[config.mk]
export PLATFORM = sky130hd
export DESIGN_NAME = ifetch
export DESIGN_NICKNAME = d
export VERILOG_FILES = /design/src/cpu_pkg.sv /design/src/ifetch.sv
export SDC_FILE = /design/constraint.sdc
export NUM_CORES = 1
export LEC_CHECK = 0
export BUFFER_PORTS_ARGS = -buffer_cell sky130_fd_sc_hd__buf_2
export CORE_ASPECT_RATIO = 1.2
export CORE_MARGIN = 1
export CORE_UTILIZATION = 37
export CTS_CLUSTER_SIZE = 20
export DETAILED_ROUTE_END_ITERATION = 16
export SETUP_SLACK_MARGIN = 0.2
export SYNTH_ARGS = -nofsm -noshare
export SYNTH_HDL_FRONTEND = slang
export SYNTH_SLANG_ARGS = --single-unit
[constraint.sdc]
create_clock -name clk_i -period 5.2 [get_ports clk_i]
set_input_delay 0.78 -clock clk_i [delete_from_list [all_inputs] [get_ports clk_i]]
set_output_delay 0.78 -clock clk_i [all_outputs]
set_load 0.005 [all_outputs]
[src/cpu_pkg.sv]
package cpu_pkg;

  localparam int          RAM_WORDS = 1024;
  localparam int          RAM_AW    = $clog2(RAM_WORDS);  // word index bits
  localparam logic [31:0] RESET_PC  = 32'h0000_0000;

  // major instruction class, bits 31:28
  typedef enum logic [3:0] {
    T_INH    = 4'h0,
    T_ALU    = 4'h9,
    T_LOAD   = 4'hc,
    T_STORE  = 4'hd,
    T_BRANCH = 4'he
  } ir_type_e;

  // access size from op bits 1:0
  typedef enum logic [1:0] {
    SZ_WORD  = 2'h0,
    SZ_HALF  = 2'h1,
    SZ_BYTE  = 2'h2,
    SZ_WORD2 = 2'h3   // same as word
  } mem_size_e;

  typedef struct packed {
    logic        cyc;
    logic        we;
    logic [31:0] adr;
    logic [31:0] dat;
    logic [3:0]  sel;   // bit 3 is the msb lane
  } bus_req_t;

  typedef struct packed {
    logic        ack;
    logic [31:0] dat;
  } bus_rsp_t;

  typedef struct packed {
    logic [63:0] ir;
    logic [31:0] pc;
    logic [31:0] result;
    logic [1:0]  reg_write;
    logic        halt;
  } stage_t;

endpackage

[src/ifetch.sv]
module ifetch (
  input  logic              clk_i,
  input  logic              rst_i,
  input  logic              redirect_i,
  input  logic [31:0]       target_i,
  input  logic              hold_i,
  output cpu_pkg::bus_req_t bus_req_o,
  input  cpu_pkg::bus_rsp_t bus_rsp_i,
  output logic [63:0]       ir_o,
  output logic [31:0]       pc_o,
  output logic              valid_o
);
  import cpu_pkg::*;

  typedef enum logic [2:0] {
    F_IDLE,
    F_WORD0,
    F_WORD1,
    F_VALID,
    F_FLUSH
  } fetch_state_e;

  fetch_state_e state_q;
  fetch_state_e state_d;
  logic [31:0]  pc_q;
  logic [31:0]  pc_d;
  logic [31:0]  adr_q;
  logic [63:0]  ir_q;
  logic [63:0]  ir_d;
  logic         is_long;

  assign is_long = ir_q[32];   // size bit of first word
  assign valid_o = (state_q == F_VALID);
  assign ir_o    = ir_q;
  assign pc_o    = pc_q;

  always_comb
  begin
    bus_req_o.cyc = (state_q == F_WORD0) || (state_q == F_WORD1) || (state_q == F_FLUSH);
    bus_req_o.we  = 1'b0;
    bus_req_o.dat = 32'h0;
    bus_req_o.sel = 4'hf;
    case (state_q)
      F_WORD1: bus_req_o.adr = pc_q + 32'd4;
      F_FLUSH: bus_req_o.adr = adr_q;   // finish the abandoned read
      default: bus_req_o.adr = pc_q;
    endcase
  end

  always_comb
  begin
    state_d = state_q;
    pc_d    = pc_q;
    ir_d    = ir_q;
    case (state_q)
      F_IDLE:  state_d = F_WORD0;
      F_WORD0:
        if (bus_rsp_i.ack)
        begin
          ir_d    = {bus_rsp_i.dat, 32'h0};
          state_d = bus_rsp_i.dat[0] ? F_WORD1 : F_VALID;
        end
      F_WORD1:
        if (bus_rsp_i.ack)
        begin
          ir_d[31:0] = bus_rsp_i.dat;
          state_d    = F_VALID;
        end
      F_VALID:
        if (!hold_i)
        begin
          pc_d    = pc_q + (is_long ? 32'd8 : 32'd4);
          state_d = F_WORD0;
        end
      F_FLUSH: if (bus_rsp_i.ack) state_d = F_WORD0;
      default: state_d = F_IDLE;
    endcase
    if (redirect_i)
    begin
      pc_d    = target_i;
      state_d = (bus_req_o.cyc && !bus_rsp_i.ack) ? F_FLUSH : F_WORD0;
    end
  end

  always_ff @(posedge clk_i or posedge rst_i)
  begin
    if (rst_i)
    begin
      state_q <= F_IDLE;
      pc_q    <= RESET_PC;
    end
    else
    begin
      state_q <= state_d;
      pc_q    <= pc_d;
    end
  end

  always_ff @(posedge clk_i)
  begin
    ir_q <= ir_d;
    if (state_q != F_FLUSH)
      adr_q <= bus_req_o.adr;
  end

  // an instruction only completes on the cycle after a read is acknowledged
  valid_rise_a: assert property (@(posedge clk_i) disable iff (rst_i)
    $rose(valid_o) |-> !bus_req_o.cyc && $past(bus_rsp_i.ack));

endmodule

After elaboration in Yosys (flattened, before gate mapping)
Index checks and enable logic that the tools add are counted.
{"block": "totals", "register_bits": 131, "inputBits": 69, "output_inout_bits": 167, "wordCells": 46}
{"block": "op_classes", "add_sub_neg": 2, "eq_ne": 12, "muxes": 16, "reduce_logical": 11}
{"operator": "$mux 32", "count": 5}
{"operator": "$pmux 32 s2", "count": 2}
{"operator": "$add 32x3->32 const B", "count": 1}
{"operator": "$add 32x4->32", "count": 1}
{"operator": "$mux 3", "count": 6}
{"operator": "$ne 3x3->1 const B", "count": 5}
{"operator": "$pmux 3 s5", "count": 1}
{"operator": "$eq 3x2->1 const B", "count": 2}
{"operator": "$ne 2x2->1 const B", "count": 3}
{"operator": "$mux 4", "count": 1}
{"operator": "$reduce_and 2->1", "count": 2}
{"operator": "$reduce_and 4->1", "count": 1}
{"operator": "$reduce_bool 2->1", "count": 2}
{"operator": "$eq 3x1->1 const B", "count": 1}
{"operator": "$eq 3x3->1 const B", "count": 1}
{"operator": "$logic_not 3->1", "count": 1}
{"operator": "$reduce_and 3->1", "count": 1}
{"operator": "$logic_or 1x1->1", "count": 2}
{"operator": "$logic_and 1x1->1", "count": 1}
{"operator": "$logic_not 1->1", "count": 1}
{"operator": "$mux 1", "count": 1}

Longest topological paths before layout
{"block": "logic_depth", "ltp_word": 6, "mapped_depth": 8}

Worst setup path before layout
No wires, ideal clock.
{"block": "synth_path", "path_kind": "reg-to-reg", "from": "register state_q[0]", "to": "register ir_q[32], in the netlist ir_o[32], enable pin", "setup_time_ps": 501, "arrival_ps": 3940, "required_time_ps": 4699, "setup_slack_ps": 759, "path_stages_with_launch": 5, "period_less_slack_ps": 4441, "path_cell_list": "dfrtp_1 -> inv_1 -> clkbuf_8 -> clkbuf_1 -> nor4_1"}
{"block": "synth_via", "elab_chain_cells": 2}
{"item": "start: declaration", "line_no": "ifetch.sv:23", "rtl": "fetch_state_e state_q;"}
{"item": "start signal: assignment", "line_no": "ifetch.sv:94", "rtl": "state_q <= state_d;"}
{"item": "$eq 3x1->1", "line_no": "ifetch.sv:55", "rtl": "case (state_q)"}
{"item": "$reduce_and 2->1 (no line)"}
{"item": "end signal: assignment", "line_no": "ifetch.sv:101", "rtl": "ir_q <= ir_d;"}
{"item": "end: declaration", "line_no": "ifetch.sv:28", "rtl": "logic [63:0] ir_q;"}
No other way between the ends.
A chain may end at the register's enable or synchronous reset.

==> results.ini <==
[cells_and_area]
diodes=0
final_common_cell=buf_2
area_growth_syn_to_layout_pct=24.12
fillCellCount=1655
multiInputGateArea_um2=2480
layout_common_cells=buf_2 (198), edfxtp_1 (96), nand2_1 (83)
final_core_util_pct=46.89
nets=870
seqCellArea_um2=3759
stdcell_area_um2=8209
drive_gt1_share_pct=31.77

[global_routing]
grt_max_degree=66
grt_pass1_wl_um=28660
antenna_found_initial=0
grt_pass1_vias=5139
grt_remaining_overflow=0
track_usage_pct=20.88

[timing]
setup_slack_ns=1.205
timing.final.max_slew_violations=0
relSlewSlack_pct=23.81
post-route-min-period_ns=3.995
rsz0062_at_grt=false
finalCritPeriodShare_pct=76.82
hold_viol_final=0
setup_tns_ns=0
fmax_ghz=0.2503
whs_ns=0.4932
setup_viol=0
fin_worst_skew_ns=0.007548
tightestPinTransition_ns=1.137

[clock_tree]
clock-sinks=131
cts.clk_slew.worst_paths_ns=0.05
cts_hold_buf=0
cts_buffer_depth=2
cts-root-buf=clkbuf_16
insertion_delay_ns=0.41
cts_setup_buffers=0
htreeDepth=4
ctsResizeCount=0
cts_tree=built
cts_buffers=17

[placed_design]
io_buffers=198
hpwl_um=13390
place_area_um2=7644
place.gp.congestion=0.8459
dp_slack_ns=1.671

[logic_synthesis]
yosysWarnings=0
synth_cells=609
synth_edf_count=96
synth_seq_cells=131
synthFlopType=edfxtp_1
yosysSeqAreaShare_pct=56.83
syn_area_um2=6614
yosysUniqueCellTypes=58
async_reset_ff_share_pct=26.72
avgSynthCellArea_um2=10.86

[die]
fp.dieW_um=124.1
start_util_pct=37.78
fp.dieArea_um2=18420
pin_count=236
die_h_um=148.5
core_area_um2=17510
rows=53

[drt]
vias=5451
met2_wirelength_um=9000
routed.top_layer=met4
dr.pass1.iters=6
wl_met3_um=1671
drc=0
m1WireLength_um=7922
viasPerCell=5.297
drtIter0Drc=467
detail-route-antenna-nets=0
routed_wl_um=19090
wl_per_cell_um=18.55

[setup_path]
critPathSlowestCell=nor4_1
critPathBufInv=1
critical_path.cell_chain=ha_1, nand3_1, nor4_1, nand2_1, o311ai_0, buf_2
critPathLaunch=pc_o[2]
r2r_start=state_q[1]
cp_data_arrival_time_ns=3.21
max_stage_delay_ns=0.65
worstPathMaxFanout=9
worst_setup_path_start_kind=flip-flop
critPathTopFamily=simple AND/OR/NAND/NOR gates
crit_required_ns=4.42
crit_type=reg2out
endpoint_kind=output pin

[power]
p_leak_uw=0.003497
ir_worst_vdd_uv=241.1
p_per_area_nw_per_um2=429.3

[status]
outcome=finished clean

[run]
maxCapViolations=0

[hold_path]
worst_hold_path_type=in2async

==> through the flow <==
stage | power (uW) | std cells
finish | 3524 | 1029
global route | 3710 | 1029
CTS | 3554 | 1029
detailed placement | 2397 | 998
global placement | 2384 | 998
floorplan | 2020 | 644
==> logic make-up (layout without fill, tap and decap cells) <==
logic type                 count (synthesis)  count (layout)  synth area share, %
buffers and inverters                     89             254                7.945
DFF                                      131             131                56.83
AOI/OAI and AO/OA                        114             114                11.12
adders and majority gates                  5               5                1.022
and+or+nand+nor                          232             232                18.07
xor gates and xnor gates                  31              31                4.105
muxes                                      5               5               0.7945
other                                      2              37               0.1135
==> final timing paths <==
check,depth (start not counted),slack [ns],end
worst max-delay path,6,1.21,bus_req_o[60]
min in group clk_i,1,0.55,pc_o[1]
worst min register to register,1,0.55,pc_o[1]
max in group asynchronous,3,4.34,pc_o[31]
worst max register to register,5,2.17,pc_o[31]
worst min-delay path,3,0.49,pc_o[5]
==> cell type report <==
class                   count  share of cell area, %
multi-input cells         424                  30.21
flip-flops and latches    131                  45.79
inverters                  13                 0.5944
clock inverters            13                  1.661
clock buffers              18                  5.228
well taps                 220                  3.353
repair buffers            210                  13.17
==> cells in the mapped netlist (2+ instances only) <==
cell,n,area share (%)
ha_1,3,0.57
or3_1,7,0.66
a21oi_1,14,1.1
buf_4,39,4.4
clkbuf_8,4,0.83
xnor2_1,11,1.5
mux2i_1,3,0.45
o211ai_1,7,0.79
or4_4,2,0.34
edfxtp_1,96,44
dfrtp_1,35,13
nand3_1,16,1.2
o21a_1,3,0.34
nor2_1,24,1.4
o22ai_1,3,0.28
a211oi_1,2,0.23
mux2_2,2,0.34
nor4_1,7,0.66
nor3_1,15,1.1
and2_1,5,0.47
and3_1,36,3.4
buf_2,4,0.30
nand2b_1,3,0.28
xor2_1,20,2.6
nor2b_1,3,0.28
nand2_1,83,4.7
conb_1,2,0.11
a31oi_1,5,0.47
inv_1,13,0.74
a22oi_1,4,0.45
and4_1,2,0.26
o22a_1,6,0.79
a221o_1,3,0.45
o311ai_0,7,0.93
o21ai_0,49,3.7
clkbuf_1,29,1.6
nand4_1,21,2.0
==> per-layer routing <==
layer	GRT usage, %	vias up
met3	4.601	35
met5	0	-
met4	9.048	0
met1	27.13	2557
met2	33.18	323
li1	-	2536
==> worst register-to-register path: cells and delay by family (launching register included) <==
| kind | cells | cell delay (ns) |
|---|---|---|
| flip-flops | 1 | 0.76 |
| AND/OR/NAND/NOR | 3 | 1.83 |
| AO/OA/AOI/OAI | 1 | 0.15 |
| XOR/XNOR | 1 | 0.22 |
==> sequential cells by signal, summed over array words and instances (netlist names) <==
| name | cells |
|---|---|
| state_q | 3 |
| pc_o | 32 |
| ir_o | 64 |
| adr_q | 32 |
==> report_power, final <==
group          switching (uW)  internal, uW  leakage [uW]
Sequential                138          1420       0.00139
Clock                     451           702      0.000270
Combinational             503           306       0.00184
Total                    1090          2430       0.00350
No activity file was read; power rests on OpenSTA's default activity.
