==> config.mk <==
export PLATFORM = sky130hd
export DESIGN_NAME = bus_arbiter
export DESIGN_NICKNAME = d
export VERILOG_FILES = /design/src/cpu_pkg.sv /design/src/bus_arbiter.sv
export SDC_FILE = /design/constraint.sdc
export NUM_CORES = 1
export LEC_CHECK = 0
export BUFFER_PORTS_ARGS = -buffer_cell sky130_fd_sc_hd__buf_2
export CORE_AREA = 8 8 116 118
export DETAILED_ROUTE_END_ITERATION = 12
export DIE_AREA = 0 0 124 126
export GPL_TIMING_DRIVEN = 0
export PLACE_DENSITY = 0.45
export SLEW_MARGIN = 10
export SYNTH_ARGS = -nofsm -noshare
export SYNTH_HDL_FRONTEND = slang
export SYNTH_SLANG_ARGS = --single-unit
==> constraint.sdc <==
create_clock -name clk_i -period 3.3 [get_ports clk_i]
set_input_delay 0.66 -clock clk_i [delete_from_list [all_inputs] [get_ports clk_i]]
set_output_delay 0.66 -clock clk_i [all_outputs]
set_load 0.01 [all_outputs]
==> src/cpu_pkg.sv <==
package cpu_pkg;

  localparam int          RAM_WORDS = 1024;
  localparam int          RAM_AW    = $clog2(RAM_WORDS);  // word index bits
  localparam logic [31:0] RESET_PC  = 32'h0000_0000;

  // major instruction class, bits 31:28
  typedef enum logic [3:0] {
    T_INH    = 4'h0,
    T_ALU    = 4'h9,
    T_LOAD   = 4'hc,
    T_STORE  = 4'hd,
    T_BRANCH = 4'he
  } ir_type_e;

  // access size from op bits 1:0
  typedef enum logic [1:0] {
    SZ_WORD  = 2'h0,
    SZ_HALF  = 2'h1,
    SZ_BYTE  = 2'h2,
    SZ_WORD2 = 2'h3   // same as word
  } mem_size_e;

  typedef struct packed {
    logic        cyc;
    logic        we;
    logic [31:0] adr;
    logic [31:0] dat;
    logic [3:0]  sel;   // bit 3 is the msb lane
  } bus_req_t;

  typedef struct packed {
    logic        ack;
    logic [31:0] dat;
  } bus_rsp_t;

  typedef struct packed {
    logic [63:0] ir;
    logic [31:0] pc;
    logic [31:0] result;
    logic [1:0]  reg_write;
    logic        halt;
  } stage_t;

endpackage

==> src/bus_arbiter.sv <==
module bus_arbiter (
  input  logic              clk_i,
  input  logic              rst_i,
  input  cpu_pkg::bus_req_t req0_i,
  input  cpu_pkg::bus_req_t req1_i,
  output cpu_pkg::bus_rsp_t rsp0_o,
  output cpu_pkg::bus_rsp_t rsp1_o,
  output cpu_pkg::bus_req_t mem_req_o,
  input  cpu_pkg::bus_rsp_t mem_rsp_i
);
  import cpu_pkg::*;

  logic busy_q;
  logic owner_q;   // 0 = memory stage, 1 = fetch
  logic owner;

  // master 0 wins whenever the bus is free
  assign owner = busy_q ? owner_q : !req0_i.cyc;

  assign mem_req_o = owner ? req1_i : req0_i;

  assign rsp0_o.ack = mem_rsp_i.ack && !owner;
  assign rsp1_o.ack = mem_rsp_i.ack && owner;
  assign rsp0_o.dat = mem_rsp_i.dat;
  assign rsp1_o.dat = mem_rsp_i.dat;

  always_ff @(posedge clk_i or posedge rst_i)
  begin
    if (rst_i)
    begin
      busy_q  <= 1'b0;
      owner_q <= 1'b0;
    end
    else if (busy_q)
    begin
      if (mem_rsp_i.ack)
        busy_q <= 1'b0;
    end
    else if (mem_req_o.cyc)
    begin
      busy_q  <= 1'b1;   // ram takes it this cycle
      owner_q <= owner;
    end
  end

  one_ack_a: assert property (@(posedge clk_i) disable iff (rst_i)
    !(rsp0_o.ack && rsp1_o.ack));

endmodule

Yosys cells after proc, flatten, opt, wreduce, memory -nomap -nowiden --
Cells that the tools add are included.
Word-level totals: input bits 175, logic and storage cells 13, bits in registers 2, output and inout port bits 136
Cells by class: mux-type cells 5, reduce and logical (&&, ||, !) cells 5, bitwise operators 1
Operators with widths (count):
- 2-to-1 mux 70 bit | 1
- 2-to-1 mux 1 bit | 4
- logical AND 1 bit | 2
- zero test 1 bit | 2
- AND reduction 2 bit | 1
- NOT 1 bit | 1

Longest topological paths before layout --
Gate-level depths: netlist of run 1.
depth in word-level cells 5, gate-level depth with buffers 4, depth with buffers taken out 3

Least setup slack after synthesis of run 1 --
Ideal clock, no wire load.
path type input-to-output, start in req0_i[69] (netlist bit), end out mem_req_o[10] (netlist bit), arrival time 1.606 ns, path buffers 1, stages 4, required time 2.640 ns, slack 1.034 ns, path through inv_1 o21ai_4 buf_8 mux2_2
RTL lines:
- start: declaration | line bus_arbiter.sv:4 | input cpu_pkg::bus_req_t req0_i,
- end: declaration | line bus_arbiter.sv:8 | output cpu_pkg::bus_req_t mem_req_o,

==> results of run 1 <==
==> cells by family (layout without fill, tap and decap cells) <==
kind of cell	after synthesis	in the layout	synth area share, %
buffers and inverters	76	357	40.42
AOI/OAI and AO/OA	6	6	2.846
DFF	2	2	3.347
and+or+nand+nor	4	4	1.423
muxes	69	69	51.97
other	0	1	0
==> flip-flops by register name, indices dropped and copies added (netlist names) <==
name	count
busy_q	1
owner_q	1
==> worst max-delay path: stages <==
cell	delay, ns
buf_2	0.12
inv_1	0.07
o21ai_4	0.47
buf_8	0.21
mux2_2	0.35
buf_2	0.15
==> final timing paths <==
| check | startpoint | endpoint | cells past startpoint |
|---|---|---|---|
| setup reg to reg | busy_q | busy_q | 2 |
| min in group clk_i | owner_q | owner_q | 2 |
| hold reg to reg | owner_q | owner_q | 2 |
| max in group asynchronous | rst_i | owner_q | 2 |
| hold / removal | rst_i | busy_q | 2 |
| setup / recovery | req0_i[69] | mem_req_o[28] | 6 |
==> cell usage in the layout, fill, tap and decap left out, drive strengths merged <==
cell type / instances
buf: 349
mux2: 69
inv: 5
a21oi: 4
clkbuf: 3
dfrtp: 2
diode: 1
nand2b: 1
o21ai: 1
a31oi: 1
and2: 1
nor2: 1
nor3: 1
==> power by group through the flow <==
stage	clock (mW)	sequential (mW)	combinational [mW]
6_report	0.182	0.0330	0.733
5_1_grt	0.190	0.0338	0.794
4_1_cts	0.186	0.0330	0.755
3_5_place_dp	0	0.0333	0.753
3_3_place_gp	0	0.0329	0.747
2_1_floorplan	0	0.0325	0.450
==> metal layers <==
metal	vias up	global-route usage, %
met5	-	0
met4	0	1.331
met3	5	3.753
met2	155	18.55
met1	897	7.975
li1	1040	-
==> cell type report <==
type                            instances  area, µm²  share of cell area, %
Tap cell                              147      183.9                  5.843
Buffer                                 71      585.6                  18.60
Antenna cell                            1      2.502                0.07949
Multi-Input combinational cell         79      840.8                  26.71
Inverter                                5      18.77                 0.5962
Timing Repair Buffer                  278       1391                  44.20
Sequential cell                         2      50.05                  1.590
Clock buffer                            3      75.07                  2.385
==> metrics by stage <==
step                      instance area [µm²]  power [mW]  std cells  setup slack (ns)
final                                    3148      0.9474        586            0.6134
after global placement                   3070      0.7799        582            0.5680
after detailed placement                 3070      0.7860        582            0.5478
after floorplan                          1495      0.4830        157             1.034
after global routing                     3146       1.018        585            0.4994
after CTS                                3146      0.9738        585            0.5446
==> reports/qor.yml, run 1 <==
cts_sinks: 2
min_period_over_period_pct: 81.41
grt_overflow: 0
netSwitchingPower_mw: 0.3457
post_cts_buffers: 0
cts_tree: "done"
p_seq_share_pct: 3.5
drc_errors: 0
wl_met2_um: 4468
tns_ns: 0
cts-root-buf: "clkbuf_16"
ys_seq_elements: 2
hold_slack_ns: 0.2899
dr_wl_met3_um: 1336
antenna_found_initial: 1
reg2reg_slack_ns: 2.47
arrival_ns: 2.03
drv_slew: 0
p_sw_share_pct: 36.49
start_util_pct: 12.77
hold_viol_final: 0
setup_viol_count_final: 0
rows: 40
layout.nets: 615
wl_met1_um: 2558
netlist.area_leader.share_pct: 51.97
outcome: "finished, final reports clean"
drt_iter0_drc: 22
crit_path_max_fanout: 10
grt.total_usage_pct: 9.088
crit_path_start_kind: "input pin"
async_flop_share_pct: 100.0
routed_wl_um: 8414
die_w_um: 124
clkPwrFrac_pct: 19.2
syn_inst: 157
cts_hold_buffers: 0
post_drt_wl_per_cell_um: 14.36
dieArea_um2: 15620
fp.coreArea_um2: 11710
p_leak_nw: 1.831
h-tree-depth: 1
final_util_pct: 26.88
cts.repair.resized: 0
yosysTopAreaCell: "mux2_2"
clock-skew-final_ns: 0.0001507
grt_max_degree: 11
gp_congestion: 0.7067
top_layer: "met4"
worst_slew_pin_slew_ns: 0.5443
post-synth-top-count-cell: "mux2_2"
worst_ep_required_time_ns: 2.64
fp.dieH_um: 126
rsz0062_at_grt: "no"
crit_type: "in -> out"
synth_cell_types: 12
yosysSeqAreaShare_pct: 3.347
synth_area_um2: 1495
max_cap_violations: 0
peakVddDrop_v: 0.0001514
synth.avg_cell_area_um2: 9.523
synth_area_leaders: "mux2_2, buf_4, buf_8"
synth_edf_count: 0
grt_pass1_vias: 2226
cts_buffers: 3
max_freq_ghz: 0.3722
slew_headroom_pct: 63.58
synth_common_cells: "mux2_2, buf_4, buf_8"
yosysWarnings: 0
io_pins: 311
area_growth_pct: 110.5
antenna_left: 0
dp_hpwl_um: 7899
hold_class: "in -> async"
insertion_delay_ns: 0.22
io_buffers: 278
first_pass_iters: 4
vias: 2097
cts_buffer_depth: 2
power_density_nw_per_um2: 301.0
syn-num-nets: 332
grt_first_pass_wirelength_um: 11460
crit_path_end_kind: "output pin"
vias_per_cell: 3.578
ys.flop_type: "dfrtp_1"
nFillCells: 1282
finalCriticalPeriod_ns: 2.687
combPwrFrac_pct: 77.3
drive_gt1_share_pct: 96.35
intPower_mw: 0.6017
clkSlewWorstSetupHoldPaths_ns: 0.03
Note: power is estimated with default switching activity, not from simulation.
==> inputs of run 2 (changes only) <==
Settings changed: CORE_AREA 8 8 116 118 to 8 8 115 117, DIE_AREA 0 0 124 126 to 0 0 123 125, PLACE_DENSITY 0.45 to 0.48.
Clock period 3.3 ns to 2.3 ns, I/O delays scaled along.
==> run 2 against run 1 <==
Effect of this change:
- via count up 1.7%
- utilization is 0.38 points higher
- largest power group unchanged
- highest routed layer unchanged
- critical path depth stayed put
- first-iteration DRC count down 9.1%
- critical endpoint is now mem_req_o[8]
- combinational power increased by 45%
==> reports/qor.yml, run 2 (synthesized netlist as in run 1, its figures left out) <==
tns_ns: 0  # unchanged
antenna_found_initial: 0  # -1
antennaDiodeCount: 0  # -1
grt_first_pass_wirelength_um: 11250  # -1.9%
final_cells: 586  # unchanged
reg2reg_depth: 3  # +1
min_period_over_period_pct: 94.12
area_growth_pct: 111.7
start_util_pct: 12.88  # +0.11 points
outcome: "finished, final reports clean"
layout.nets: 616  # +0.16%
dp_hpwl_um: 7417  # -6.1%
critical_path.top_delay_family: "buffers and inverters"
antenna_left: 0  # unchanged
fp.coreArea_um2: 11610  # -0.85%
cts_tree: "done"
drive_gt1_share_pct: 96.36  # about the same
cts_sinks: 2  # unchanged
netSwitchingPower_mw: 0.4927  # +43%
cts_buffers: 3  # unchanged
drt_iter0_drc: 20  # -9.1%
combPwrFrac_pct: 77.5  # +0.2 points
clkSlewWorstSetupHoldPaths_ns: 0.03  # about the same
io_buffers: 278  # unchanged
grt_overflow: 0  # unchanged
power_density_nw_per_um2: 433.1  # +44%
worst_ep_required_time_ns: 1.84  # -0.80 ns
cts_buffer_depth: 2  # unchanged
peakVddDrop_v: 0.0002451  # +62%
p_seq_share_pct: 3.5  # about the same
grt.total_usage_pct: 8.898  # -0.19 points
slew_headroom_pct: 85.15  # +22 points
crit_path_max_incr_delay_ns: 0.45  # -0.02 ns
rows: 40  # unchanged
timing.final.ws_setup_ns: 0.1353  # -0.4781 ns
die_w_um: 123  # -0.81%
io_pins: 311  # unchanged
worst_slew_pin_slew_ns: 0.2227  # -0.3216 ns
vias_per_cell: 3.640  # +1.7%
crit_buf_inv: 3  # -1
layout.cells.most_common_list: "buf_2, mux2_2, buf_4, buf_8, inv_1"
crit_type: "reg -> out"
crit_path_max_fanout: 10  # unchanged
crit_path_end_kind: "output pin"
rsz0062_at_grt: "no"
insertion_delay_ns: 0.22  # about the same
intPower_mw: 0.8784  # +46%
first_pass_iters: 3  # -1
post_drt_wl_per_cell_um: 13.47  # -6.2%
vias: 2133  # +1.7%
max_cap_violations: 0  # unchanged
power_mw: 1.371  # +45%
arrival_ns: 1.70  # -0.33 ns
h-tree-depth: 1  # unchanged
p_leak_nw: 1.840  # +0.51%
p_sw_share_pct: 35.93  # -0.56 points
routed_wl_um: 7895  # -6.2%
finalCriticalPeriod_ns: 2.165
cts-root-buf: "clkbuf_16"
gp_congestion: 0.7822  # +11%
crit_path_start_kind: "register"
clock-skew-final_ns: 0.0008243  # +0.0006736 ns
finalInstanceArea_um2: 3166  # +0.56%
max_freq_ghz: 0.4619
cp.depth: 6  # unchanged
dieArea_um2: 15380  # -1.6%
reg2reg_slack_ns: 1.47  # -1.00 ns
drv_slew: 0  # unchanged
slowest_stage: "dfrtp_1"
setup_viol_count_final: 0  # unchanged
cts_hold_buffers: 0  # unchanged
dp_cells: 582  # unchanged
grt_max_degree: 11  # unchanged
hold_viol_final: 0  # unchanged
hold_class: "in -> async"
drc_errors: 0  # unchanged
grt_pass1_vias: 2370  # +6.5%
fp.dieH_um: 125  # -0.79%
dpl_cell_area_um2: 3070  # unchanged
final_common_cell: "buf_2"
path_cells: "nand2b_1, o21ai_4, buf_12, buf_8, mux2_2, buf_2"
top_regs: "busy_q: 1 flops, owner_q: 1 flops"
clkPwrFrac_pct: 19.1  # about the same
pre_cts_slack_ns: -0.01232  # -0.5602 ns
run 2: path summary, 6_finish.rpt:
kind,startpoint,end
max,busy_q,mem_req_o[8]
max reg2reg,busy_q,owner_q
min reg2reg,owner_q,owner_q
max in group asynchronous,rst_i,busy_q
min,rst_i,owner_q
min in group clk_i,req0_i[69],owner_q
run 2: per-stage QoR:
| stage | hold slack (ns) | utilization [%] |
|---|---|---|
| detailed placement | 0.3169 | 26.44 |
| finish | 0.08458 | 27.26 |
| CTS | 0.08245 | 27.26 |
| global route | 0.08998 | 27.26 |
| global placement | 0.3164 | 26.44 |
| floorplan | 0.2012 | - |
run 2: cell type report:
| type | instances | area [µm²] |
|---|---|---|
| Inverter | 5 | 18.77 |
| Buffer | 71 | 585.6 |
| Fill cell | 1264 | 8446 |
| Multi-Input combinational cell | 79 | 840.8 |
| Clock buffer | 3 | 75.07 |
| Timing Repair Buffer | 279 | 1411 |
| Tap cell | 147 | 183.9 |
| Sequential cell | 2 | 50.05 |
run 2: power by group through the flow:
| stage | Sequential (mW) | Clock, mW | Combinational, mW |
|---|---|---|---|
| finish | 0.0476 | 0.261 | 1.06 |
| global route | 0.0482 | 0.276 | 1.14 |
| CTS | 0.0477 | 0.268 | 1.09 |
| detailed placement | 0.0480 | 0 | 1.07 |
| global placement | 0.0472 | 0 | 1.06 |
| floorplan | 0.0466 | 0 | 0.646 |
run 2: per-layer routing:
| metal | global-route usage [%] | share of wire, % | vias up | wire (µm) |
|---|---|---|---|---|
| li1 | - | - | 1040 | - |
| met1 | 7.625 | 31 | 930 | 2425 |
| met2 | 18.21 | 54 | 161 | 4249 |
| met5 | 0 | 0 | - | 0 |
| met4 | 2.126 | 0.44 | 0 | 35 |
| met3 | 3.420 | 15 | 2 | 1185 |
run 2: what timing repair did:
action                                  in CTS  in global routing
endpoints found under the setup margin      68                  0
gates resized for setup                      0                  0
buffers inserted                             1                  0
