<file path="src/cpu_pkg.sv">
package cpu_pkg;

  localparam int          RAM_WORDS = 1024;
  localparam int          RAM_AW    = $clog2(RAM_WORDS);  // word index bits
  localparam logic [31:0] RESET_PC  = 32'h0000_0000;

  // major instruction class, bits 31:28
  typedef enum logic [3:0] {
    T_INH    = 4'h0,
    T_ALU    = 4'h9,
    T_LOAD   = 4'hc,
    T_STORE  = 4'hd,
    T_BRANCH = 4'he
  } ir_type_e;

  // access size from op bits 1:0
  typedef enum logic [1:0] {
    SZ_WORD  = 2'h0,
    SZ_HALF  = 2'h1,
    SZ_BYTE  = 2'h2,
    SZ_WORD2 = 2'h3   // same as word
  } mem_size_e;

  typedef struct packed {
    logic        cyc;
    logic        we;
    logic [31:0] adr;
    logic [31:0] dat;
    logic [3:0]  sel;   // bit 3 is the msb lane
  } bus_req_t;

  typedef struct packed {
    logic        ack;
    logic [31:0] dat;
  } bus_rsp_t;

  typedef struct packed {
    logic [63:0] ir;
    logic [31:0] pc;
    logic [31:0] result;
    logic [1:0]  reg_write;
    logic        halt;
  } stage_t;

endpackage

</file>
<file path="src/mem_stage.sv">
module mem_stage (
  input  logic              clk_i,
  input  logic              rst_i,
  input  cpu_pkg::stage_t   stage_i,
  input  logic [31:0]       reg_data1_i,
  input  logic              pc_set_i,
  input  logic              exc_i,
  input  logic              stall_i,
  output cpu_pkg::stage_t   stage_o,
  output logic              pc_set_o,
  output logic              stall_o,
  output cpu_pkg::bus_req_t bus_req_o,
  input  cpu_pkg::bus_rsp_t bus_rsp_i
);
  import cpu_pkg::*;

  ir_type_e   ir_type;
  logic [3:0] ir_op;
  logic       ir_size;
  mem_size_e  mem_size;
  logic       is_load;
  logic       is_store;
  logic       jump_reg;
  logic       advance;
  stage_t     stage_next;
  logic       pc_set_next;

  assign ir_type  = ir_type_e'(stage_i.ir[31:28]);
  assign ir_op    = stage_i.ir[27:24];
  assign ir_size  = stage_i.ir[0];
  assign mem_size = mem_size_e'(ir_op[1:0]);
  assign is_load  = (ir_type == T_LOAD);
  assign is_store = (ir_type == T_STORE);

  // jump through register forms
  assign jump_reg = (ir_type == T_INH) &&
                    ((ir_op == 4'h1 && !ir_size) || ir_op == 4'h5);

  assign stall_o = bus_req_o.cyc && !bus_rsp_i.ack;
  assign advance = !(stall_i || stall_o);

  always_comb
  begin
    bus_req_o.cyc = is_load || is_store || exc_i;   // exc reads the vector
    bus_req_o.we  = is_store;
    bus_req_o.adr = stage_i.result;
    bus_req_o.dat = reg_data1_i;
    case (mem_size)
      SZ_HALF: bus_req_o.sel = stage_i.result[1] ? 4'b0011 : 4'b1100;
      SZ_BYTE:
        case (stage_i.result[1:0])
          2'b00:   bus_req_o.sel = 4'b1000;
          2'b01:   bus_req_o.sel = 4'b0100;
          2'b10:   bus_req_o.sel = 4'b0010;
          default: bus_req_o.sel = 4'b0001;
        endcase
      default: bus_req_o.sel = 4'b1111;
    endcase
  end

  always_comb
  begin
    stage_next  = stage_i;
    pc_set_next = pc_set_i;
    if (is_load)
      stage_next.result = bus_rsp_i.dat;   // raw word, no extraction
    if (jump_reg)
    begin
      stage_next.pc = stage_i.result;
      pc_set_next   = 1'b1;
    end
  end

  always_ff @(posedge clk_i or posedge rst_i)
  begin
    if (rst_i)
    begin
      stage_o  <= '0;
      pc_set_o <= 1'b0;
    end
    else if (advance)
    begin
      stage_o  <= stage_next;
      pc_set_o <= pc_set_next;
    end
  end

  store_sel_a: assert property (@(posedge clk_i) disable iff (rst_i)
    bus_req_o.cyc && bus_req_o.we |-> bus_req_o.sel != 4'h0);

endmodule

</file>
<file path="config.mk">
export PLATFORM = sky130hd
export DESIGN_NAME = mem_stage
export DESIGN_NICKNAME = d
export VERILOG_FILES = /design/src/cpu_pkg.sv /design/src/mem_stage.sv
export SDC_FILE = /design/constraint.sdc
export NUM_CORES = 1
export LEC_CHECK = 0
export BUFFER_PORTS_ARGS = -buffer_cell sky130_fd_sc_hd__buf_2
export CORE_UTILIZATION = 24
export CTS_CLUSTER_DIAMETER = 100
export DETAILED_ROUTE_END_ITERATION = 16
export GPL_TIMING_DRIVEN = 0
export PLACE_DENSITY = 0.57
export SYNTH_ARGS = -nofsm -noshare
export SYNTH_HDL_FRONTEND = slang
export SYNTH_SLANG_ARGS = --single-unit
</file>
<file path="constraint.sdc">
create_clock -name clk_i -period 7.1 [get_ports clk_i]
set_input_delay 1.42 -clock clk_i [delete_from_list [all_inputs] [get_ports clk_i]]
set_output_delay 1.42 -clock clk_i [all_outputs]
set_load 0.1 [all_outputs]
</file>
== After elaboration in Yosys (flattened, before gate mapping) ==
Index checks and enable logic that the tools add are counted.
Word-level totals
  input port bits: 201
  ROM bits: 0
  memory bits (writable): 0
  register bits after elaboration: 132
  latch bits: 0
  memories: 0
  output and inout bits: 203
Cells by class
  muxes and demuxes: 6
  order comparisons: 0
  reductions and logical operators: 11
  multiply operators: 0
  bitwise gates (word level): 0
  div/mod/pow operators: 0
  eq/ne operators: 8
  shift operators: 0
  add/subtract/negate cells: 0
Operators by type and width (number)
  $mux W32: 2
  $pmux W4 S3: 1
  $eq A4 B4 Y1 const B: 2
  $pmux W4 S2: 1
  $eq A2 B1 Y1 const B: 2
  $eq A2 B2 Y1 const B: 2
  $eq A4 B1 Y1 const B: 1
  $eq A4 B3 Y1 const B: 1
  $logic_not A4 Y1: 1
  $logic_or A1 B1 Y1: 4
  $mux W4: 1
  $logic_and A1 B1 Y1: 3
  $logic_not A1 Y1: 2
  $logic_not A2 Y1: 1
  $mux W1: 1

== Depth between registers and ports, before layout ==
Gate-level depths: netlist (run 1).
  depth in word-level cells: 5
  mapped depth: 6
  gate-level depth less buffers: 5

== Worst setup path before layout (run 1) ==
OpenSTA, ideal clock, no wires.
  path kind: input to output
  start point: input stage_i[92] (netlist bit)
  end point: output bus_req_o[0] (netlist bit)
  data arrival time: 3142 ps
  cell stages on the path: 4
  slack: 2538 ps
  cells stage by stage: inv_1 ha_1 a21oi_1 o21bai_1
RTL lines
  start: declaration: RTL line mem_stage.sv:4  | input cpu_pkg::stage_t stage_i,
  end: declaration: RTL line mem_stage.sv:12  | output cpu_pkg::bus_req_t bus_req_o,

==> results of run 1 <==
## routing by layer
layer  part of all wire  wire length, um  vias to the layer above  GRT usage
met2               0.50             9000                      222      0.222
met1               0.42             7570                     2339      0.155
met4              0.010              185                        0     0.0386
met5                  0                0                        -          0
li1                   -                -                     2253          -
met3              0.072             1290                       13     0.0430
## layout by cell type, fill, tap and decap left out
master and count:
sky130_fd_sc_hd__a21oi_1 2, sky130_fd_sc_hd__a21oi_2 1, sky130_fd_sc_hd__buf_16 1, sky130_fd_sc_hd__buf_2 380
sky130_fd_sc_hd__buf_4 73, sky130_fd_sc_hd__buf_6 3, sky130_fd_sc_hd__bufinv_16 3, sky130_fd_sc_hd__clkbuf_16 17
sky130_fd_sc_hd__clkbuf_8 1, sky130_fd_sc_hd__clkinv_2 2, sky130_fd_sc_hd__clkinv_4 4, sky130_fd_sc_hd__clkinvlp_4 2
sky130_fd_sc_hd__dfrtp_1 132, sky130_fd_sc_hd__ha_1 2, sky130_fd_sc_hd__inv_1 6, sky130_fd_sc_hd__inv_6 4
sky130_fd_sc_hd__mux2_2 138, sky130_fd_sc_hd__mux2_4 58, sky130_fd_sc_hd__nand2_1 1, sky130_fd_sc_hd__nand2b_1 2
sky130_fd_sc_hd__nand3b_1 1, sky130_fd_sc_hd__nand4b_4 1, sky130_fd_sc_hd__nor2_1 2, sky130_fd_sc_hd__nor2_2 1
sky130_fd_sc_hd__nor4_4 1, sky130_fd_sc_hd__o21bai_1 4
## area by class of cell
type	instances	area (sq um)	area share
well taps	341	427	0.0451
plain buffers	85	627	0.0662
flip-flops and latches	132	3300	0.349
clock inverters	14	176	0.0186
repair buffers	372	1880	0.199
multi-input cells	214	2580	0.273
inverters	7	31.3	0.00330
clock buffers	18	439	0.0464
## where the power goes
group | internal (mW) | switching, mW | total (mW)
registers | 0.861 | 0.0509 | 0.912
logic | 0.281 | 1.16 | 1.44
clock network | 0.566 | 0.358 | 0.924
total | 1.71 | 1.56 | 3.27
## worst max path at each step
stage / endpoint / depth (start not counted) / slack, ns
floorplan: pc_set_o / 1 / 2.15
global placement: stage_o[27] / 2 / 0.28
detailed placement: bus_req_o[2] / 6 / 3.06
CTS: bus_req_o[1] / 6 / 3.05
global route: bus_req_o[0] / 6 / 3.01
finish: bus_req_o[0] / 6 / 3.08
## worst max-delay path: stages
cell and delay (ns):
sky130_fd_sc_hd__buf_2 0.12, sky130_fd_sc_hd__inv_1 0.05, sky130_fd_sc_hd__ha_1 0.30, sky130_fd_sc_hd__a21oi_1 0.11, sky130_fd_sc_hd__o21bai_1 0.15, sky130_fd_sc_hd__buf_2 0.45
## stage by stage
step                      cell area [sq um]  total power [mW]  hold WS [ns]   util
after floorplan                        6540              2.12          1.19      -
after global placement                 8820              2.36         0.484  0.329
after detailed placement               8850              2.37         0.489  0.330
after CTS                              9470              3.32         0.503  0.353
after global routing                   9470              3.40         0.512  0.353
final                                  9470              3.27         0.499  0.353
## kinds of logic (layout without fill, tap and decap cells)
kind of cell / Yosys count / after routing / share of synthesized area
muxes: 196 / 196 / 0.371
adders and majority gates: 2 / 2 / 0.00383
and+or+nand+nor: 9 / 9 / 0.0126
DFF: 132 / 132 / 0.505
buffers and inverters: 92 / 496 / 0.0999
AOI/OAI and AO/OA: 7 / 7 / 0.00746
## registers in the layout (all words and copies together), names as in the netlist
register / count
stage_o: 131
pc_set_o: 1
==> results_tabular.tex, run 1 <==
\begin{tabular}{lr}
\hline
Metric & Value \\
\hline
\multicolumn{2}{l}{\textbf{Setup path}} \\
\quad Data arrival time of the critical path & 2.60 ns \\
\quad Startpoint of the lowest-slack register-to-register path & stage\_o[39] \\
\quad Type of destination of the critical path & output pin \\
\quad Slack of the worst reg-to-reg path & 6.34 ns \\
\quad R2r worst-path depth & 1 \\
\quad Maximum fanout along the worst path & 3 \\
\quad Startpoint kind of the worst setup timing path & input pin \\
\quad Capturing point of the worst reg2reg path & stage\_o[39] \\
\quad Launch point of the critical path & stage\_i[92] \\
\quad Critical path data required time & 5.68 ns \\
\quad Critical Setup Path Class & in2out \\
\multicolumn{2}{l}{\textbf{Die}} \\
\quad Die outline height & 167 um \\
\quad Die footprint & between 20000 and 30000 sq um \\
\quad Initial Utilization & 0.244 \\
\quad Number of top-level pins & roughly 400 \\
\quad Core Box Area & 26800 sq um \\
\quad Width of the die & 167 um \\
\quad Number of placement rows & 60 \\
\multicolumn{2}{l}{\textbf{Placed design}} \\
\quad Count of buffers inserted at the top-level ports & approximately 370 \\
\quad Placed instance count & 1151 \\
\quad Dpl hpwl & 13800 um \\
\quad Gpl congestion & 0.754 \\
\quad Placement-stage worst setup slack & 3.06 ns \\
\multicolumn{2}{l}{\textbf{Job}} \\
\quad Max-capacitance violation count & 0 \\
\multicolumn{2}{l}{\textbf{Clocking}} \\
\quad Clock buffer depth & 2 \\
\quad Number of levels in the clock H-tree & 4 \\
\quad Clock tree from TritonCTS & yes \\
\quad Number of buffers inserted to repair setup after CTS & 0 \\
\quad Clock latency at the later pin of the worst-skew pair & 0.41 ns \\
\quad Clock transition at the registers of the reported paths & 0.06 ns \\
\quad Sink Count & 132 \\
\quad Resize count post-CTS & 0 \\
\quad Clk Tree Root Cell & sky130\_fd\_sc\_hd\_\_clkbuf\_16 \\
\quad Hold buffers post-CTS & 0 \\
\quad Cts bufs inserted & 17 \\
\multicolumn{2}{l}{\textbf{Outcome}} \\
\quad Status & complete, no violations \\
\multicolumn{2}{l}{\textbf{Yosys}} \\
\quad Post-synthesis instance area & 6540 sq um \\
\quad Leading post-synthesis cells by cell area & sky130\_fd\_sc\_hd\_\_dfrtp\_1 (51\%), sky130\_fd\_sc\_hd\_\_mux2\_2 (24\%), sky130\_fd\_sc\_hd\_\_mux2\_4 (13\%), sky130\_fd\_sc\_hd\_\_buf\_4 (8.4\%), sky130\_fd\_sc\_hd\_\_buf\_2 (0.69\%) \\
\quad Count leader, synth & sky130\_fd\_sc\_hd\_\_mux2\_2 \\
\quad Post-synthesis sequential area ratio & 0.505 \\
\quad Avg Inst Size Synth & 14.9 sq um \\
\quad Gate count after technology mapping & approximately 440 \\
\quad Synth cell count leaders & sky130\_fd\_sc\_hd\_\_mux2\_2 (138), sky130\_fd\_sc\_hd\_\_dfrtp\_1 (132), sky130\_fd\_sc\_hd\_\_buf\_4 (73) \\
\quad Biggest area consumer among synthesized cells & sky130\_fd\_sc\_hd\_\_dfrtp\_1 \\
\quad Cell variety after synth & 18 \\
\quad Portion of synthesized cell area occupied by the leading cell type & 0.505 \\
\quad Share of flip-flops with an asynchronous set or reset after synthesis & 1.00 \\
\quad Number of synthesized register bits & 132 \\
\quad Synth Flop Type & sky130\_fd\_sc\_hd\_\_dfrtp\_1 \\
\quad Syn nets & 641 \\
\quad Number of enable-type register cells in the synthesized netlist & 0 \\
\quad Warnings, synthesis & 0 \\
\multicolumn{2}{l}{\textbf{Drt}} \\
\quad Starting DRT DRC Count & 126 \\
\quad Count of antenna-violating nets left after detailed routing & 0 \\
\quad Routed via count divided by cell count & 4.08 \\
\quad Total via count in the routed design & between 4000 and 5000 \\
\quad Drc violations & 0 \\
\quad Total Wirelength & roughly 18000 um \\
\quad WL/cell & 15.3 um \\
\quad Number of detailed-route iterations in the first pass & 4 \\
\multicolumn{2}{l}{\textbf{Final layout}} \\
\quad Synth-to-layout area growth & 44.8\% \\
\quad Layout cell share with drive strength beyond 1 & 0.819 \\
\quad Cell Count, Final, Fillers Out & between 1000 and 1500 \\
\quad Layout fillers & 2684 \\
\quad Number of diodes added for antenna fixing & 0 \\
\quad Number of nets in the finished design & 1032 \\
\multicolumn{2}{l}{\textbf{Min path}} \\
\quad Cell depth of the worst hold path & 1 \\
\quad Hold Crit Class & reg2reg \\
\quad HP Start & pc\_set\_o \\
\quad Worst Hold Endpoint & pc\_set\_o \\
\multicolumn{2}{l}{\textbf{Pwr}} \\
\quad Worst supply voltage drop on vdd & between 0.1 and 0.15 mV \\
\quad Standby leakage power & 4.86 nW \\
\quad Ratio of total power to cell area & about 350 nW/um\^{}2 \\
\multicolumn{2}{l}{\textbf{STA}} \\
\quad Total count of hold-check failures in the final report & 0 \\
\quad Clock skew after layout & 0 ns \\
\quad Normalized max-slew margin & 0.474 \\
\quad Final count of negative-setup-slack endpoints & 0 \\
\quad Tcrit/Tclk final & 0.567 \\
\quad Final worst slack & a little over 3 ns \\
\quad Slew at the pin closest to its max-slew limit & 0.787 ns \\
\quad Highest clock frequency the design can meet & about 250 MHz \\
\quad Unrepaired setup endpoints after global routing & false \\
\quad Shortest clock period the worst path allows after layout & just over 4 ns \\
\quad Final Max Slew Viols & 0 \\
\quad Final total negative setup slack & 0 ns \\
\multicolumn{2}{l}{\textbf{GRT}} \\
\quad Via count of the first global-routing pass & 4889 \\
\quad Initial antenna violation count & 0 \\
\quad Sum of overflow across all layers after global routing & 0 \\
\quad First-pass GRT wire length & roughly 28000 um \\
\quad Largest net degree at the start of global routing & 79 \\
\quad GRT Total Usage & 0.130 \\
\hline
\end{tabular}
(Power assumes the default switching activity.)
==> inputs of run 2 (changes only) <==
--- a/config.mk
+++ b/config.mk
@@ -10,7 +10,7 @@
 export CTS_CLUSTER_DIAMETER = 100
 export DETAILED_ROUTE_END_ITERATION = 16
 export GPL_TIMING_DRIVEN = 0
-export PLACE_DENSITY = 0.57
+export PLACE_DENSITY = 0.59
 export SYNTH_ARGS = -nofsm -noshare
 export SYNTH_HDL_FRONTEND = slang
 export SYNTH_SLANG_ARGS = --single-unit
==> constraint.sdc (replaced) <==
create_clock -name clk_i -period 3.4 [get_ports clk_i]
set_input_delay 0.68 -clock clk_i [delete_from_list [all_inputs] [get_ports clk_i]]
set_output_delay 0.68 -clock clk_i [all_outputs]
set_load 0.1 [all_outputs]
==> results_tabular.tex, run 2 (synthesized netlist as in run 1, its figures left out) <==
\begin{tabular}{lr}
\hline
Metric & Value \\
\hline
\multicolumn{2}{l}{\textbf{Outcome}} \\
\quad Status & complete, no violations \\
\multicolumn{2}{l}{\textbf{STA}} \\
\quad Final Max Slew Viols & 0 (unchanged) \\
\quad Clock skew after layout & 0 ns (unchanged) \\
\quad Highest clock frequency the design can meet & roughly 380 MHz \\
\quad Total count of hold-check failures in the final report & 0 (unchanged) \\
\quad Tcrit/Tclk final & 0.777 \\
\quad Normalized max-slew margin & 0.559 (+0.0849) \\
\quad Final worst slack & 0.760 ns (-2.32 ns) \\
\quad Unrepaired setup endpoints after global routing & false \\
\quad Shortest clock period the worst path allows after layout & 2.64 ns \\
\quad Final count of negative-setup-slack endpoints & 0 (unchanged) \\
\quad Slew at the pin closest to its max-slew limit & 0.660 ns (-0.127 ns) \\
\quad Final total negative setup slack & 0 ns (unchanged) \\
\multicolumn{2}{l}{\textbf{Drt}} \\
\quad Starting DRT DRC Count & 137 (+8.7\%) \\
\quad Drc violations & 0 (unchanged) \\
\quad Routed via count divided by cell count & 4.03 (-1.3\%) \\
\quad Number of detailed-route iterations in the first pass & 4 (unchanged) \\
\quad WL/cell & 15.3 um (+0.42\%) \\
\quad Total Wirelength & 18100 um (+0.59\%) \\
\quad Total via count in the routed design & 4773 (-1.1\%) \\
\quad Count of antenna-violating nets left after detailed routing & 0 (unchanged) \\
\multicolumn{2}{l}{\textbf{Setup path}} \\
\quad Crit path depth & 6 (unchanged) \\
\quad Critical path data required time & 2.72 ns (-2.96 ns) \\
\quad Crit path top cell by count & sky130\_fd\_sc\_hd\_\_buf\_2 \\
\quad Startpoint of the lowest-slack register-to-register path & stage\_o[44] \\
\quad Launch point of the critical path & stage\_i[92] \\
\quad Slack of the worst reg-to-reg path & 2.63 ns (-3.71 ns) \\
\quad Worst stage delay on the critical path & 0.48 ns (+0.03 ns) \\
\quad Capturing point of the worst reg2reg path & stage\_o[44] \\
\quad Sequence of cells on the critical path & buf\_2 -> inv\_1 -> ha\_1 -> a21oi\_1 -> o21bai\_1 -> buf\_2 \\
\quad Type of destination of the critical path & output pin \\
\quad Maximum fanout along the worst path & 3 (unchanged) \\
\quad CP Capture Point & bus\_req\_o[0] \\
\quad Startpoint kind of the worst setup timing path & input pin \\
\quad Data arrival time of the critical path & 1.96 ns (-0.64 ns) \\
\quad Slowest cell on the critical path & sky130\_fd\_sc\_hd\_\_buf\_2 \\
\quad Critical Setup Path Class & in2out \\
\quad Kind of cell adding the most delay to the critical path & buffers and inverters \\
\quad Crit path buffers/inverters & 3 (unchanged) \\
\quad R2r worst-path depth & 1 (unchanged) \\
\multicolumn{2}{l}{\textbf{Final layout}} \\
\quad Largest registers in the final layout & stage\_o: 131 flops, pc\_set\_o: 1 flops \\
\quad Number of nets in the finished design & 1034 (+0.19\%) \\
\quad Post-layout instance area & 9450 sq um (-0.20\%) \\
\quad Leading cell type in the layout, fill and taps excluded & sky130\_fd\_sc\_hd\_\_buf\_2 \\
\quad Max FFs per register & 131 (unchanged) \\
\quad Synth-to-layout area growth & 44.6\% \\
\quad Register with the highest flop count & stage\_o \\
\quad Layout cell share with drive strength beyond 1 & 0.820 (about the same) \\
\quad Number of diodes added for antenna fixing & 0 (unchanged) \\
\quad Highest-count cells in the layout ignoring fill and taps & sky130\_fd\_sc\_hd\_\_buf\_2 (380), sky130\_fd\_sc\_hd\_\_mux2\_2 (138), sky130\_fd\_sc\_hd\_\_dfrtp\_1 (132) \\
\multicolumn{2}{l}{\textbf{GRT}} \\
\quad Largest net degree at the start of global routing & 39 (-51\%) \\
\quad First-pass GRT wire length & 27700 um (-0.15\%) \\
\quad GRT Total Usage & 0.130 (-0.000228) \\
\quad Via count of the first global-routing pass & 4890 (+0.020\%) \\
\quad Sum of overflow across all layers after global routing & 0 (unchanged) \\
\quad Initial antenna violation count & 1 (+1) \\
\multicolumn{2}{l}{\textbf{Pwr}} \\
\quad Ratio of total power to cell area & 709 nW/um\^{}2 (+110\%) \\
\quad Design Power & 6.70 mW (+100\%) \\
\quad Standby leakage power & 4.85 nW (-0.19\%) \\
\quad Worst supply voltage drop on vdd & 0.287 mV (+110\%) \\
\multicolumn{2}{l}{\textbf{Clocking}} \\
\quad Clock latency at the later pin of the worst-skew pair & 0.41 ns (about the same) \\
\quad Number of levels in the clock H-tree & 4 (unchanged) \\
\quad Clock tree from TritonCTS & yes \\
\quad Clock transition at the registers of the reported paths & 0.07 ns (about the same) \\
\quad Clock buffer depth & 2 (unchanged) \\
\quad Number of buffers inserted to repair setup after CTS & 0 (unchanged) \\
\quad Cts bufs inserted & 17 (unchanged) \\
\quad Resize count post-CTS & 0 (unchanged) \\
\quad Clk Tree Root Cell & sky130\_fd\_sc\_hd\_\_clkbuf\_16 \\
\quad Hold buffers post-CTS & 0 (unchanged) \\
\quad Sink Count & 132 (unchanged) \\
\multicolumn{2}{l}{\textbf{Die}} \\
\quad Die footprint & 27900 sq um (unchanged) \\
\quad Number of placement rows & 60 (unchanged) \\
\quad Initial Utilization & 0.244 (unchanged) \\
\quad Core Box Area & 26800 sq um (unchanged) \\
\quad Die outline height & 167 um (unchanged) \\
\quad Width of the die & 167 um (unchanged) \\
\quad Number of top-level pins & 404 (unchanged) \\
\multicolumn{2}{l}{\textbf{Placed design}} \\
\quad Dpl hpwl & 14000 um (+1.2\%) \\
\quad Gpl congestion & 0.735 (-2.4\%) \\
\quad Placed cell area & 8880 sq um (+0.35\%) \\
\quad Placement-stage worst setup slack & 0.466 ns (-2.59 ns) \\
\quad Count of buffers inserted at the top-level ports & 371 (unchanged) \\
\multicolumn{2}{l}{\textbf{Min path}} \\
\quad Hold Crit Class & in2async \\
\multicolumn{2}{l}{\textbf{Job}} \\
\quad Max-capacitance violation count & 0 (unchanged) \\
\hline
\end{tabular}
==> run 2: power breakdown <==
group / internal [mW] / switching (mW) / leakage, nW / total (mW)
Clock: 1.03 / 0.756 / 0.277 / 1.79
Combinational: 0.591 / 2.41 / 3.03 / 3.01
Sequential: 1.80 / 0.108 / 1.54 / 1.91
Total: 3.42 / 3.28 / 4.85 / 6.70
==> run 2: worst min-delay path by stage <==
stage	startpoint	to	depth (start not counted)	slack, ns
after global placement	stage_o[76]	stage_o[76]	1	0.49
final	rst_i	stage_o[86]	2	0.35
after global routing	rst_i	stage_o[69]	2	0.39
after detailed placement	stage_o[46]	stage_o[46]	1	0.49
after floorplan	stage_i[0]	stage_o[0]	1	0.83
after CTS	rst_i	stage_o[83]	2	0.35
==> run 2: cell type report <==
type                    count  area, sq um
clock buffers              18          439
plain buffers              85          627
repair buffers            374         1920
multi-input cells         214         2580
inverters                   7         30.0
well taps                 341          427
fillers                  2699        17400
flip-flops and latches    132         3300
clock inverters            14          126
==> run 2: stage by stage <==
stage                util  std cells  hold slack, ns
floorplan               -        438           0.832
global placement    0.329       1150           0.485
detailed placement  0.332       1153           0.488
CTS                 0.353       1185           0.350
global route        0.353       1185           0.386
finish              0.353       1185           0.349
==> run 2: metal layers <==
metal | up-vias | track usage | part of all wire
met5 | - | 0 | 0
met4 | 0 | 0.0358 | 0.012
met3 | 13 | 0.0423 | 0.073
met2 | 223 | 0.227 | 0.50
met1 | 2277 | 0.152 | 0.41
li1 | 2260 | - | -
==> inputs of run 3 (changes only) <==
==> constraint.sdc (replaced) <==
create_clock -name clk_i -period 2.26 [get_ports clk_i]
set_input_delay 0.452 -clock clk_i [delete_from_list [all_inputs] [get_ports clk_i]]
set_output_delay 0.452 -clock clk_i [all_outputs]
set_load 0.1 [all_outputs]
==> results_tabular.tex, run 3 (synthesized netlist as in run 1, its figures left out) <==
\begin{tabular}{lr}
\hline
Metric & Value \\
\hline
\multicolumn{2}{l}{\textbf{STA}} \\
\quad Clock skew after layout & 0 ns (unchanged) \\
\quad Tcrit/Tclk final & 0.941 \\
\quad Slew at the pin closest to its max-slew limit & 0.750 ns (+0.0904 ns) \\
\quad Final count of negative-setup-slack endpoints & 0 (unchanged) \\
\quad Final Max Slew Viols & 0 (unchanged) \\
\quad Normalized max-slew margin & 0.499 (-0.0597) \\
\quad Final total negative setup slack & 0 ns (unchanged) \\
\quad Shortest clock period the worst path allows after layout & around 2.1 ns \\
\quad Unrepaired setup endpoints after global routing & false \\
\quad Final worst slack & 0.133 ns (-0.626 ns) \\
\quad Highest clock frequency the design can meet & 470 MHz \\
\quad Total count of hold-check failures in the final report & 0 (unchanged) \\
\multicolumn{2}{l}{\textbf{Min path}} \\
\quad Hold Crit Class & in2async \\
\multicolumn{2}{l}{\textbf{Placed design}} \\
\quad Gpl congestion & 0.756 (+2.9\%) \\
\quad Placed cell area & 8890 sq um (about the same) \\
\quad Placement-stage worst setup slack & -0.467 ns (-0.933 ns) \\
\quad Count of buffers inserted at the top-level ports & 371 (unchanged) \\
\quad Dpl hpwl & 14500 um (+3.9\%) \\
\multicolumn{2}{l}{\textbf{Setup path}} \\
\quad Startpoint kind of the worst setup timing path & input pin \\
\quad Kind of cell adding the most delay to the critical path & buffers and inverters \\
\quad Slowest cell on the critical path & sky130\_fd\_sc\_hd\_\_nor2\_2 \\
\quad Launch point of the critical path & stage\_i[96] \\
\quad Worst stage delay on the critical path & 0.42 ns (-0.06 ns) \\
\quad Type of destination of the critical path & flip-flop \\
\quad Maximum fanout along the worst path & 10 (+7) \\
\quad Critical path data required time & 2.55 ns (-0.17 ns) \\
\quad Critical Setup Path Class & in2reg \\
\quad Sequence of cells on the critical path & buf\_2 -> nand3b\_1 -> a21oi\_4 -> nor2\_2 -> buf\_2 -> buf\_4 -> mux2\_2 \\
\quad Data arrival time of the critical path & 2.42 ns (+0.46 ns) \\
\quad Crit path top cell by count & sky130\_fd\_sc\_hd\_\_buf\_2 \\
\quad Crit path buffers/inverters & 3 (unchanged) \\
\quad Startpoint of the lowest-slack register-to-register path & stage\_o[86] \\
\multicolumn{2}{l}{\textbf{Drt}} \\
\quad Drc violations & 0 (unchanged) \\
\quad Routed via count divided by cell count & 4.05 (+0.57\%) \\
\quad WL/cell & 15.6 um (+1.8\%) \\
\quad Number of detailed-route iterations in the first pass & 4 (unchanged) \\
\quad Total via count in the routed design & 4800 (+0.57\%) \\
\quad Count of antenna-violating nets left after detailed routing & 0 (unchanged) \\
\quad Starting DRT DRC Count & 113 (-18\%) \\
\quad Total Wirelength & 18500 um (+1.8\%) \\
\multicolumn{2}{l}{\textbf{Die}} \\
\quad Initial Utilization & 0.244 (unchanged) \\
\quad Core Box Area & 26800 sq um (unchanged) \\
\quad Number of placement rows & 60 (unchanged) \\
\quad Die outline height & 167 um (unchanged) \\
\quad Die footprint & 27900 sq um (unchanged) \\
\quad Width of the die & 167 um (unchanged) \\
\quad Number of top-level pins & 404 (unchanged) \\
\multicolumn{2}{l}{\textbf{Final layout}} \\
\quad Max FFs per register & 131 (unchanged) \\
\quad Largest registers in the final layout & stage\_o: 131 flops, pc\_set\_o: 1 flops \\
\quad Register with the highest flop count & stage\_o \\
\quad Number of diodes added for antenna fixing & 0 (unchanged) \\
\quad Post-layout instance area & 9480 sq um (+0.29\%) \\
\quad Synth-to-layout area growth & 45.0\% \\
\quad Number of nets in the finished design & 1034 (unchanged) \\
\quad Highest-count cells in the layout ignoring fill and taps & sky130\_fd\_sc\_hd\_\_buf\_2 (380), sky130\_fd\_sc\_hd\_\_mux2\_2 (138), sky130\_fd\_sc\_hd\_\_dfrtp\_1 (132) \\
\quad Layout fillers & 2688 (-0.41\%) \\
\quad Layout cell share with drive strength beyond 1 & 0.819 (-0.00118) \\
\quad Leading cell type in the layout, fill and taps excluded & sky130\_fd\_sc\_hd\_\_buf\_2 \\
\multicolumn{2}{l}{\textbf{Clocking}} \\
\quad Clock transition at the registers of the reported paths & 0.07 ns (about the same) \\
\quad Clock buffer depth & 2 (unchanged) \\
\quad Sink Count & 132 (unchanged) \\
\quad Hold buffers post-CTS & 0 (unchanged) \\
\quad Clock tree from TritonCTS & yes \\
\quad Clk Tree Root Cell & sky130\_fd\_sc\_hd\_\_clkbuf\_16 \\
\quad Clock latency at the later pin of the worst-skew pair & 0.40 ns (about the same) \\
\quad Cts bufs inserted & 17 (unchanged) \\
\quad Number of levels in the clock H-tree & 4 (unchanged) \\
\multicolumn{2}{l}{\textbf{Job}} \\
\quad Max-capacitance violation count & 0 (unchanged) \\
\multicolumn{2}{l}{\textbf{Pwr}} \\
\quad Clock Power Share & 0.271 (+0.004) \\
\quad Standby leakage power & 4.85 nW (about the same) \\
\quad Worst supply voltage drop on vdd & 0.611 mV (+110\%) \\
\quad Sequential Power Share & 0.283 (-0.002) \\
\quad Design Power & 10.2 mW (+52\%) \\
\quad Power Internal & 5.24 mW (+53\%) \\
\quad Relative contribution of combinational cells to total power & 0.446 (-0.003) \\
\quad Switching Fraction & 0.484 (-0.00525) \\
\quad Ratio of total power to cell area & 1070 nW/um\^{}2 (+51\%) \\
\quad Net Sw Power & 4.92 mW (+50\%) \\
\multicolumn{2}{l}{\textbf{Outcome}} \\
\quad Status & complete, no violations \\
\multicolumn{2}{l}{\textbf{GRT}} \\
\quad Largest net degree at the start of global routing & 39 (unchanged) \\
\quad GRT Total Usage & 0.132 (+0.00230) \\
\quad Sum of overflow across all layers after global routing & 0 (unchanged) \\
\quad Initial antenna violation count & 0 (-1) \\
\quad Via count of the first global-routing pass & 4808 (-1.7\%) \\
\quad First-pass GRT wire length & 28000 um (+1.2\%) \\
\hline
\end{tabular}
run 3: cell count changes in the layout (fill, tap and decap cells not counted), sizes merged:
cell    change
bufinv      +1
clkinv      -2
clkbuf      +1
run 3: area by class of cell:
cell class                      count  area [sq um]  share of cell area
Timing Repair Buffer              374          1920               0.202
Tap cell                          341           427              0.0450
Sequential cell                   132          3300               0.349
Clock buffer                       19           433              0.0457
Clock inverter                     13           150              0.0158
Buffer                             85           627              0.0661
Multi-Input combinational cell    214          2590               0.273
Inverter                            7          30.0             0.00317
run 3: path summary, 6_finish.rpt:
kind,to,slack [ns],cells past startpoint
setup / recovery,stage_o[67],0.13,7
min in group clk_i,stage_o[126],0.27,2
hold / removal,stage_o[78],0.16,2
hold reg to reg,stage_o[24],0.50,1
setup reg to reg,stage_o[86],1.47,1
max in group asynchronous,stage_o[56],1.22,4
run 3: what timing repair did:
action | in CTS | in global routing
setup endpoints to repair | 4 | 0
hold endpoints to repair | 0 | 0
gates resized for setup | 1 | 0
setup buffers | 0 | 0
run 3: power groups by stage:
stage	logic, mW	registers, mW	clock network, mW
2_1_floorplan	1.22	5.45	0
3_5_place_dp	4.56	2.92	0
4_1_cts	4.56	2.88	2.87
3_3_place_gp	4.53	2.90	0
5_1_grt	4.65	2.92	2.97
6_report	4.53	2.87	2.76
run 3: per-layer routing:
layer / GRT usage / share of wire / vias up
met1: 0.153 / 0.41 / 2311
met5: 0 / 0 / -
met4: 0.0302 / 0.0068 / 0
met2: 0.237 / 0.52 / 222
li1: - / - / 2259
met3: 0.0425 / 0.070 / 8
run 3: per-stage QoR:
| step | std cells | util | hold slack (ns) |
|---|---|---|---|
| finish | 1185 | 0.354 | 0.161 |
| global route | 1185 | 0.354 | 0.192 |
| CTS | 1185 | 0.354 | 0.157 |
| detailed placement | 1153 | 0.332 | 0.490 |
| global placement | 1150 | 0.330 | 0.486 |
| floorplan | 438 | - | 0.604 |
